`src/common/dcupIsaPkg.sv`:
```
package dcupIsaPkg;

  localparam int WordW     = 16;
  localparam int InstAddrW = 8;
  localparam int DataAddrW = 8;
  localparam int NumRegs   = 8;
  localparam int RegIdxW   = $clog2(NumRegs);
  localparam int OpcodeW   = 5;
  localparam int ValW      = 4;   // Width of val2 and val3

  // Instruction layout {opc[5], r1[3], x, r2[3] | val2[4], x, r3[3] | val3[4]}
  localparam int OpcLsb  = 11;
  localparam int R1Lsb   = 8;
  localparam int R2Lsb   = 4;
  localparam int R3Lsb   = 0;
  localparam int Val2Lsb = 4;
  localparam int Val3Lsb = 0;

  typedef logic [WordW-1:0]     wordT;
  typedef logic [InstAddrW-1:0] instAddrT;
  typedef logic [DataAddrW-1:0] dataAddrT;
  typedef logic [RegIdxW-1:0]   regIdxT;

  typedef enum logic [OpcodeW-1:0] {
    NOP  = 5'b00000, HALT = 5'b00001, LOAD = 5'b00010, STORE = 5'b00011,
    LDIL = 5'b00100, LDIH = 5'b00101, JUMP = 5'b00110, JMPR  = 5'b00111,
    BZ   = 5'b01000, BNZ  = 5'b01001, BN   = 5'b01010, BNN   = 5'b01011,
    BC   = 5'b01100, BNC  = 5'b01101, BB   = 5'b01110, BS    = 5'b01111,
    ADD  = 5'b10000, ADDI = 5'b10001, ADDC = 5'b10010, SUB   = 5'b10011,
    SUBI = 5'b10100, SUBB = 5'b10101, INC  = 5'b10110, CMP   = 5'b10111,
    BE   = 5'b11000, XOR  = 5'b11001, AND  = 5'b11010, OR    = 5'b11011,
    SLL  = 5'b11100, SLA  = 5'b11101, SRL  = 5'b11110, SRA   = 5'b11111
  } opcodeE;

  // Field extraction
  function automatic opcodeE opcodeOf(wordT instr);
    return opcodeE'(instr[OpcLsb +: OpcodeW]);
  endfunction

  function automatic regIdxT r1Of(wordT instr);
    return instr[R1Lsb +: RegIdxW];
  endfunction

  function automatic regIdxT r2Of(wordT instr);
    return instr[R2Lsb +: RegIdxW];
  endfunction

  function automatic regIdxT r3Of(wordT instr);
    return instr[R3Lsb +: RegIdxW];
  endfunction

  function automatic logic [ValW-1:0] val3Of(wordT instr);
    return instr[Val3Lsb +: ValW];
  endfunction

  function automatic logic [2*ValW-1:0] imm8Of(wordT instr);
    return {instr[Val2Lsb +: ValW], instr[Val3Lsb +: ValW]};
  endfunction

endpackage

```
`src/common/dcupPipePkg.sv`:
```
package dcupPipePkg;

  localparam int AluOpW    = 4;
  localparam int ShiftAmtW = 4;   // Shift distance taken from the low bits of B

  // Kept ALU operations
  typedef enum logic [AluOpW-1:0] {
    AluPassB = 4'd0,
    AluAdd   = 4'd1,
    AluSub   = 4'd2,
    AluCmp   = 4'd3,   // Subtract that only sets the flag
    AluAnd   = 4'd4,
    AluOr    = 4'd5,
    AluXor   = 4'd6,
    AluSll   = 4'd7,
    AluSrl   = 4'd8
  } aluOpE;

  // Core run control
  typedef enum logic {
    RunIdle = 1'b0,
    RunExec = 1'b1
  } runStateE;

endpackage

```
`src/common/decodeExecIf.sv`:
```
`timescale 1ns/1ps

interface decodeExecIf;

  dcupIsaPkg::wordT   instr;      // Instruction word, dropped opcodes as NOP
  dcupPipePkg::aluOpE aluOp;
  dcupIsaPkg::wordT   opA;
  dcupIsaPkg::wordT   opB;
  dcupIsaPkg::wordT   storeData;  // r1 value for STORE
  logic               setsFlag;   // Updates the zero flag

  // Decode side registers the fields
  modport dec (
    output instr,
    output aluOp,
    output opA,
    output opB,
    output storeData,
    output setsFlag
  );

  modport exe (
    input instr,
    input aluOp,
    input opA,
    input opB,
    input storeData,
    input setsFlag
  );

endinterface

```
`src/core/fetchUnit.sv`:
```
`timescale 1ns/1ps

module fetchUnit (
  input  logic                 CLK,
  input  logic                 RST,
  input  logic                 EN,
  input  logic                 Start,
  input  dcupIsaPkg::wordT     Inst,
  input  logic                 branchTaken,
  input  dcupIsaPkg::instAddrT branchTarget,
  input  logic                 haltSeen,
  output dcupIsaPkg::instAddrT pc,
  output dcupIsaPkg::wordT     fetchedInstr,
  output logic                 running
);

  dcupPipePkg::runStateE state;
  dcupPipePkg::runStateE nextState;

  ////////////////////////////////////////////////////////////
  // Run/idle control

  always_comb begin
    nextState = state;
    case (state)
      dcupPipePkg::RunIdle: begin
        if (EN && Start) begin
          nextState = dcupPipePkg::RunExec;
        end
      end
      dcupPipePkg::RunExec: begin
        // HALT in writeback or enable dropped
        if (!EN || haltSeen) begin
          nextState = dcupPipePkg::RunIdle;
        end
      end
      default: nextState = dcupPipePkg::RunIdle;
    endcase
  end

  always_ff @(posedge CLK, posedge RST) begin
    if (RST) begin
      state <= dcupPipePkg::RunIdle;
    end else begin
      state <= nextState;
    end
  end

  assign running = (state == dcupPipePkg::RunExec);

  ////////////////////////////////////////////////////////////
  // Program counter and fetch register

  always_ff @(posedge CLK, posedge RST) begin
    if (RST) begin
      pc           <= '0;
      fetchedInstr <= '0;
    end else if (running) begin
      fetchedInstr <= Inst;
      if (branchTaken) begin
        pc <= branchTarget;   // Redirect from memory stage
      end else begin
        pc <= pc + 1'b1;
      end
    end else if (EN && Start) begin
      pc <= '0;               // New run fetches from address 0
    end
  end

endmodule

```
`src/core/decodeUnit.sv`:
```
`timescale 1ns/1ps

module decodeUnit (
  input  logic               CLK,
  input  logic               RST,
  input  logic               running,
  input  dcupIsaPkg::wordT   fetchedInstr,
  input  dcupIsaPkg::wordT   rdData1,
  input  dcupIsaPkg::wordT   rdData2,
  input  dcupIsaPkg::wordT   rdData3,
  output dcupIsaPkg::regIdxT rdIdx1,
  output dcupIsaPkg::regIdxT rdIdx2,
  output dcupIsaPkg::regIdxT rdIdx3,
  decodeExecIf.dec           ex
);

  dcupIsaPkg::opcodeE opcode;
  dcupIsaPkg::wordT   imm8;
  dcupIsaPkg::wordT   offset4;

  dcupPipePkg::aluOpE nxtAluOp;
  dcupIsaPkg::wordT   nxtOpA;
  dcupIsaPkg::wordT   nxtOpB;
  dcupIsaPkg::wordT   nxtStoreData;
  logic               nxtSetsFlag;
  logic               keep;           // Opcode is implemented

  // Register reads straight from the fetch register
  assign rdIdx1 = dcupIsaPkg::r1Of(fetchedInstr);
  assign rdIdx2 = dcupIsaPkg::r2Of(fetchedInstr);
  assign rdIdx3 = dcupIsaPkg::r3Of(fetchedInstr);

  assign opcode  = dcupIsaPkg::opcodeOf(fetchedInstr);
  assign imm8    = dcupIsaPkg::wordT'(dcupIsaPkg::imm8Of(fetchedInstr));
  assign offset4 = dcupIsaPkg::wordT'(dcupIsaPkg::val3Of(fetchedInstr));

  ////////////////////////////////////////////////////////////
  // Operand and ALU operation select

  always_comb begin
    nxtAluOp     = dcupPipePkg::AluPassB;
    nxtOpA       = '0;
    nxtOpB       = '0;
    nxtStoreData = '0;
    nxtSetsFlag  = 1'b0;
    keep         = 1'b1;
    case (opcode)
      dcupIsaPkg::NOP, dcupIsaPkg::HALT: begin
        keep = 1'b1;
      end
      dcupIsaPkg::LOAD, dcupIsaPkg::STORE: begin
        nxtAluOp     = dcupPipePkg::AluAdd;   // r2 + val3
        nxtOpA       = rdData2;
        nxtOpB       = offset4;
        nxtStoreData = rdData1;
      end
      dcupIsaPkg::LDIL, dcupIsaPkg::JUMP: begin
        nxtOpB = imm8;
      end
      dcupIsaPkg::LDIH: begin
        nxtOpB = {dcupIsaPkg::imm8Of(fetchedInstr), 8'h00};
      end
      dcupIsaPkg::BZ, dcupIsaPkg::BNZ: begin
        nxtAluOp = dcupPipePkg::AluAdd;       // Target r1 + imm
        nxtOpA   = rdData1;
        nxtOpB   = imm8;
      end
      dcupIsaPkg::ADDI: begin
        nxtAluOp    = dcupPipePkg::AluAdd;
        nxtOpA      = rdData1;
        nxtOpB      = imm8;
        nxtSetsFlag = 1'b1;
      end
      dcupIsaPkg::ADD, dcupIsaPkg::SUB, dcupIsaPkg::CMP, dcupIsaPkg::AND,
      dcupIsaPkg::OR, dcupIsaPkg::XOR, dcupIsaPkg::SLL, dcupIsaPkg::SRL: begin
        nxtOpA      = rdData2;
        nxtOpB      = rdData3;
        nxtSetsFlag = 1'b1;
        case (opcode)
          dcupIsaPkg::ADD: nxtAluOp = dcupPipePkg::AluAdd;
          dcupIsaPkg::SUB: nxtAluOp = dcupPipePkg::AluSub;
          dcupIsaPkg::CMP: nxtAluOp = dcupPipePkg::AluCmp;
          dcupIsaPkg::AND: nxtAluOp = dcupPipePkg::AluAnd;
          dcupIsaPkg::OR:  nxtAluOp = dcupPipePkg::AluOr;
          dcupIsaPkg::XOR: nxtAluOp = dcupPipePkg::AluXor;
          dcupIsaPkg::SLL: nxtAluOp = dcupPipePkg::AluSll;
          default:         nxtAluOp = dcupPipePkg::AluSrl;
        endcase
      end
      default: begin
        keep = 1'b0;   // Carry, sign and other unsupported ops
      end
    endcase
  end

  ////////////////////////////////////////////////////////////
  // Decode stage register

  always_ff @(posedge CLK, posedge RST) begin
    if (RST) begin
      ex.instr     <= '0;
      ex.aluOp     <= dcupPipePkg::AluPassB;
      ex.opA       <= '0;
      ex.opB       <= '0;
      ex.storeData <= '0;
      ex.setsFlag  <= 1'b0;
    end else if (running) begin
      ex.instr     <= keep ? fetchedInstr : '0;   // Unsupported opcode becomes NOP
      ex.aluOp     <= nxtAluOp;
      ex.opA       <= nxtOpA;
      ex.opB       <= nxtOpB;
      ex.storeData <= nxtStoreData;
      ex.setsFlag  <= nxtSetsFlag;
    end
  end

endmodule

```
`src/core/registerFile.sv`:
```
`timescale 1ns/1ps

module registerFile (
  input  logic               CLK,
  input  logic               RST,
  input  logic               wbEn,
  input  dcupIsaPkg::regIdxT wbIdx,
  input  dcupIsaPkg::wordT   wbData,
  input  dcupIsaPkg::regIdxT rdIdx1,
  input  dcupIsaPkg::regIdxT rdIdx2,
  input  dcupIsaPkg::regIdxT rdIdx3,
  output dcupIsaPkg::wordT   rdData1,
  output dcupIsaPkg::wordT   rdData2,
  output dcupIsaPkg::wordT   rdData3
);

  dcupIsaPkg::wordT regs [dcupIsaPkg::NumRegs];

  // Single write port from writeback
  always_ff @(posedge CLK, posedge RST) begin
    if (RST) begin
      for (int i = 0; i < dcupIsaPkg::NumRegs; i++) begin
        regs[i] <= '0;
      end
    end else if (wbEn) begin
      regs[wbIdx] <= wbData;
    end
  end

  // Reads see the old value in the write cycle
  assign rdData1 = regs[rdIdx1];
  assign rdData2 = regs[rdIdx2];
  assign rdData3 = regs[rdIdx3];

endmodule

```
`src/core/executeUnit.sv`:
```
`timescale 1ns/1ps

module executeUnit (
  input  logic                 CLK,
  input  logic                 RST,
  input  logic                 running,
  decodeExecIf.exe             ex,
  input  dcupIsaPkg::wordT     DataIn,
  output dcupIsaPkg::dataAddrT dataAddr,
  output logic                 dataWe,
  output dcupIsaPkg::wordT     dataOut,
  output logic                 branchTaken,
  output dcupIsaPkg::instAddrT branchTarget,
  output logic                 haltSeen,
  output logic                 wbEn,
  output dcupIsaPkg::regIdxT   wbIdx,
  output dcupIsaPkg::wordT     wbData
);

  dcupIsaPkg::wordT                aluResult;
  logic [dcupPipePkg::ShiftAmtW-1:0] shiftAmt;

  // Execute stage register
  dcupIsaPkg::wordT exeInstr;
  dcupIsaPkg::wordT exeResult;
  dcupIsaPkg::wordT exeStoreData;
  logic             exeWe;
  logic             zeroFlag;

  // Memory stage register
  dcupIsaPkg::wordT memInstr;
  dcupIsaPkg::wordT memData;
  logic             memWrites;

  ////////////////////////////////////////////////////////////
  // ALU

  assign shiftAmt = ex.opB[dcupPipePkg::ShiftAmtW-1:0];

  always_comb begin
    case (ex.aluOp)
      dcupPipePkg::AluPassB: aluResult = ex.opB;
      dcupPipePkg::AluAdd:   aluResult = ex.opA + ex.opB;
      dcupPipePkg::AluSub,
      dcupPipePkg::AluCmp:   aluResult = ex.opA - ex.opB;
      dcupPipePkg::AluAnd:   aluResult = ex.opA & ex.opB;
      dcupPipePkg::AluOr:    aluResult = ex.opA | ex.opB;
      dcupPipePkg::AluXor:   aluResult = ex.opA ^ ex.opB;
      dcupPipePkg::AluSll:   aluResult = ex.opA << shiftAmt;
      dcupPipePkg::AluSrl:   aluResult = ex.opA >> shiftAmt;
      default:               aluResult = '0;
    endcase
  end

  always_ff @(posedge CLK, posedge RST) begin
    if (RST) begin
      exeInstr     <= '0;
      exeResult    <= '0;
      exeStoreData <= '0;
      exeWe        <= 1'b0;
      zeroFlag     <= 1'b0;
    end else if (running) begin
      exeInstr     <= ex.instr;
      exeResult    <= aluResult;
      exeStoreData <= ex.storeData;
      exeWe        <= (dcupIsaPkg::opcodeOf(ex.instr) == dcupIsaPkg::STORE);
      if (ex.setsFlag) begin
        zeroFlag <= (aluResult == '0);   // Kept until the next flag writer
      end
    end else begin
      exeWe <= 1'b0;   // No memory writes once idle
    end
  end

  ////////////////////////////////////////////////////////////
  // Memory stage

  assign dataAddr = exeResult[dcupIsaPkg::DataAddrW-1:0];
  assign dataWe   = exeWe;
  assign dataOut  = exeStoreData;

  // Branch decision goes back to fetch
  always_comb begin
    case (dcupIsaPkg::opcodeOf(exeInstr))
      dcupIsaPkg::JUMP: branchTaken = 1'b1;
      dcupIsaPkg::BZ:   branchTaken = zeroFlag;
      dcupIsaPkg::BNZ:  branchTaken = !zeroFlag;
      default:          branchTaken = 1'b0;
    endcase
  end

  assign branchTarget = exeResult[dcupIsaPkg::InstAddrW-1:0];

  always_ff @(posedge CLK, posedge RST) begin
    if (RST) begin
      memInstr <= '0;
      memData  <= '0;
    end else if (running) begin
      memInstr <= exeInstr;
      if (dcupIsaPkg::opcodeOf(exeInstr) == dcupIsaPkg::LOAD) begin
        memData <= DataIn;
      end else begin
        memData <= exeResult;
      end
    end else begin
      memInstr <= '0;   // Cleared while idle
      memData  <= '0;
    end
  end

  ////////////////////////////////////////////////////////////
  // Writeback

  always_comb begin
    case (dcupIsaPkg::opcodeOf(memInstr))
      dcupIsaPkg::LOAD, dcupIsaPkg::LDIL, dcupIsaPkg::LDIH,
      dcupIsaPkg::ADD, dcupIsaPkg::ADDI, dcupIsaPkg::SUB,
      dcupIsaPkg::AND, dcupIsaPkg::OR, dcupIsaPkg::XOR,
      dcupIsaPkg::SLL, dcupIsaPkg::SRL: memWrites = 1'b1;
      default:                          memWrites = 1'b0;   // CMP only sets the flag
    endcase
  end

  assign wbEn     = running && memWrites;
  assign wbIdx    = dcupIsaPkg::r1Of(memInstr);
  assign wbData   = memData;
  assign haltSeen = (dcupIsaPkg::opcodeOf(memInstr) == dcupIsaPkg::HALT);

endmodule

```
`src/hdl/dcupTop.sv`:
```
`timescale 1ns/1ps

module dcupTop (
  input  logic                 CLK,
  input  logic                 RST,
  input  logic                 EN,
  input  logic                 Start,
  output dcupIsaPkg::instAddrT InstMemAddr,
  input  dcupIsaPkg::wordT     Inst,
  output dcupIsaPkg::dataAddrT DataMemAddr,
  input  dcupIsaPkg::wordT     DataIn,
  output logic                 DataMemWE,
  output dcupIsaPkg::wordT     DataOut,
  output logic                 Running
);

  dcupIsaPkg::wordT     fetchedInstr;
  logic                 branchTaken;
  dcupIsaPkg::instAddrT branchTarget;
  logic                 haltSeen;

  // Register file ports
  dcupIsaPkg::regIdxT   rdIdx1;
  dcupIsaPkg::regIdxT   rdIdx2;
  dcupIsaPkg::regIdxT   rdIdx3;
  dcupIsaPkg::wordT     rdData1;
  dcupIsaPkg::wordT     rdData2;
  dcupIsaPkg::wordT     rdData3;
  logic                 wbEn;
  dcupIsaPkg::regIdxT   wbIdx;
  dcupIsaPkg::wordT     wbData;

  decodeExecIf ex_i ();

  fetchUnit fetch_i (
    .CLK          (CLK),
    .RST          (RST),
    .EN           (EN),
    .Start        (Start),
    .Inst         (Inst),
    .branchTaken  (branchTaken),
    .branchTarget (branchTarget),
    .haltSeen     (haltSeen),
    .pc           (InstMemAddr),
    .fetchedInstr (fetchedInstr),
    .running      (Running)
  );

  decodeUnit decode_i (
    .CLK          (CLK),
    .RST          (RST),
    .running      (Running),
    .fetchedInstr (fetchedInstr),
    .rdData1      (rdData1),
    .rdData2      (rdData2),
    .rdData3      (rdData3),
    .rdIdx1       (rdIdx1),
    .rdIdx2       (rdIdx2),
    .rdIdx3       (rdIdx3),
    .ex           (ex_i.dec)
  );

  registerFile regFile_i (
    .CLK     (CLK),
    .RST     (RST),
    .wbEn    (wbEn),
    .wbIdx   (wbIdx),
    .wbData  (wbData),
    .rdIdx1  (rdIdx1),
    .rdIdx2  (rdIdx2),
    .rdIdx3  (rdIdx3),
    .rdData1 (rdData1),
    .rdData2 (rdData2),
    .rdData3 (rdData3)
  );

  executeUnit execute_i (
    .CLK          (CLK),
    .RST          (RST),
    .running      (Running),
    .ex           (ex_i.exe),
    .DataIn       (DataIn),
    .dataAddr     (DataMemAddr),
    .dataWe       (DataMemWE),
    .dataOut      (DataOut),
    .branchTaken  (branchTaken),
    .branchTarget (branchTarget),
    .haltSeen     (haltSeen),
    .wbEn         (wbEn),
    .wbIdx        (wbIdx),
    .wbData       (wbData)
  );

endmodule

```
`config.mk`:
```
export PLATFORM = sky130hd
export DESIGN_NAME = dcupTop
export DESIGN_NICKNAME = d
export VERILOG_FILES = /design/src/common/dcupIsaPkg.sv /design/src/common/dcupPipePkg.sv /design/src/common/decodeExecIf.sv /design/src/core/fetchUnit.sv /design/src/core/decodeUnit.sv /design/src/core/registerFile.sv /design/src/core/executeUnit.sv /design/src/hdl/dcupTop.sv
export SDC_FILE = /design/constraint.sdc
export NUM_CORES = 1
export LEC_CHECK = 0
export BUFFER_PORTS_ARGS = -buffer_cell sky130_fd_sc_hd__buf_4
export CORE_AREA = 2 2 274 208
export DETAILED_ROUTE_END_ITERATION = 8
export DIE_AREA = 0 0 276 210
export PLACE_DENSITY = 0.52
export SLEW_MARGIN = 20
export SYNTH_ARGS = -nofsm -noshare
export SYNTH_HDL_FRONTEND = slang
export SYNTH_HIERARCHICAL = 1
export SYNTH_SLANG_ARGS = --single-unit
```
`constraint.sdc`:
```
create_clock -name CLK -period 3.9 [get_ports CLK]
set_input_delay 0.195 -clock CLK [delete_from_list [all_inputs] [get_ports CLK]]
set_output_delay 0.195 -clock CLK [all_outputs]
set_load 0.005 [all_outputs]
```
==> out/qor.txt <==
run status: finished, violations left
failing checks: DRC
Vias/cell: 5.90
detailed placement HPWL: 44.3 mm
maximum VDD drop: 0.314 mV
Reg2Reg Depth: 13
f_max: 271 MHz
Max Cap Violations: 0
largest net degree at the start of global routing: 150
die outline height: 210 µm
diode count: 0
IO buf count: 69
Setup TNS: 0 ns
Setup CP Type: flop to flop
Min-Delay Path Class: input pin to flop
final routed DRC violation total: 3
cell area after synthesis: 18900 µm²
Longest Clk Path Bufs: 3
Clock Sinks: 280
DRT iter0 DRCs: 1278
final worst setup slack: 0.209 ns
pwr dens: 535 nW/µm²
Max-slew headroom: 0.197
ratio of cells with drive above 1 in the final layout: 0.317
total global-route track usage: 0.215
initial core utilization: 0.342
vias in the first global route: 13853
I/O pins: 70
wire length per cell: 26.4 µm
Mapped Nets: 1646
Routability Congestion: 0.957
final count of negative-setup-slack endpoints: 0
routing usage on met3: 0.0694
WP data arrival: 4.17 ns
met2 usage: 0.299
Slew @ Worst Pin: 1.19 ns
drt first pass iters: 7
hold path depth: 3
Post-Syn Area per Cell: 12.2 µm²
Reg clk slew, reported paths: 0.06 ns
first-pass GRT wire length: 93.7 mm
clk_lat worst skew: 0.58 ns
final worst path period share: 0.946
crit path launch type: flop
CTS Buf Count: 30
Max H-tree Level: 1
Vias: 14053
Tmin final: 3.69 ns
Finished Cell Area: 21500 µm²
nets@finish: 1712
Placement Cell Area: 20100 µm²
Req. time, crit path: 4.38 ns
Final Hold Viols: 0
CTS tree: yes
grt met1 use: 0.328
total wire length: 62.9 mm
leakage power: 9.70 nW
# rows: 75
initial antenna violation count: 3
Core ar.: 55400 µm²
Antenna Violating Nets Remaining: 0
die width: 276 µm
Worst Setup End Kind: flop
Layout Skew: 0.0250 ns
Setup WS pre-CTS: 0.205 ns
Core Util, Final: 0.389
die area: 58000 µm²
GRT overflow: 0
GR peak layer: met1
Ys Warns: 6
Design Power: 11.5 mW
Post-Synthesis Cells: 1559
clock root buffer: clkbuf_16
final max-slew violation count: 0
critical path fanouts, max: 3
Area Growth Syn to Fin: 13.5%
## path summary, 6_finish.rpt
check | startpoint | endpoint | slack, ns
max | decode_i/ex.aluOp[2] | execute_i/zeroFlag | 0.21
min | DataIn[12] | execute_i/wbData[12] | 0.07
max reg2reg | decode_i/ex.aluOp[2] | execute_i/zeroFlag | 0.21
min reg2reg | execute_i/exeInstr[9] | execute_i/memInstr[9] | 0.48
max in group asynchronous | RST | execute_i/dataOut[9] | 2.60
min in group asynchronous | RST | fetch_i/fetchedInstr[1] | 0.20
## per-layer routing
layer / vias up / part of all wire
li1: 6113 / -
met1: 7219 / 0.48
met2: 652 / 0.41
met3: 69 / 0.10
met4: 0 / 0.012
met5: - / 0
## layout make-up
cell class,instances,area [µm²]
sequential,280,7010
clock inverter,18,253
clock buffer,38,852
timing repair buffer,179,1480
tap,731,915
fill,5327,33900
inverter,55,210
multi-input combinational,1079,10800
## critical path, stage by stage, from the launching register on
cell and delay [ns]:
dfrtp_1 0.38, nor2_1 0.18, nand2_1 0.12, nor2_1 0.15
a21oi_2 0.07, fa_1 0.43, xor2_1 0.16, a32oi_1 0.22
o221ai_2 0.14, or4_1 0.50, or4_1 0.48, nor4_1 0.29
nand4_1 0.20, o31ai_1 0.30
## through the flow
| stage | hold WS (ns) | std cells |
|---|---|---|
| final | 0.0718 | 2380 |
| after CTS | 0.0666 | 2378 |
| after global routing | 0.0696 | 2380 |
| after floorplan | 0.222 | 1559 |
| after global placement | 0.246 | 2294 |
| after detailed placement | 0.244 | 2294 |
## where the power goes
group / leakage [nW] / internal, mW / switching, mW
sequential: 3.78 / 3.31 / 0.616
combinational: 5.36 / 2.00 / 2.39
clock: 0.551 / 1.94 / 1.25
## layout by cell type (no fill, tap or decap), types with 11 or more instances in the layout
cell type	count
mux4_2	31
nor2_1	60
o2bb2ai_1	46
a22oi_1	25
clkbuf_16	31
a21boi_0	17
inv_1	48
o21ai_0	43
ha_1	50
mux4_1	82
dfrtp_1	277
xnor2_1	19
mux2_2	227
a21oi_1	40
nand3_1	29
mux2_4	11
dlygate4sd3_1	28
buf_4	146
nand2_1	120
a22o_1	17
a31o_1	17
nand2b_1	16
mux2i_1	27
## registers in the layout, summed over array words and instances (netlist names)
signal,cells
fetch_i/pc,8
decode_i/ex.opA,16
execute_i/memInstr,8
execute_i/dataOut,16
execute_i/dataWe,1
decode_i/ex.aluOp,4
decode_i/ex.opB,16
execute_i/wbData,16
decode_i/ex.setsFlag,1
execute_i/exeResult,16
decode_i/ex.instr,8
execute_i/exeInstr,8
fetch_i/running,1
execute_i/zeroFlag,1
decode_i/ex.storeData,16
fetch_i/fetchedInstr,16
regFile_i/regs,128
## what timing repair did
action	CTS	global route
hold endpoints to repair	147	0
hold buffers	28	0
resized for setup	0	7
buffers inserted	0	2
setup endpoints to repair	0	2
Note: power is estimated with default switching activity, not from simulation.
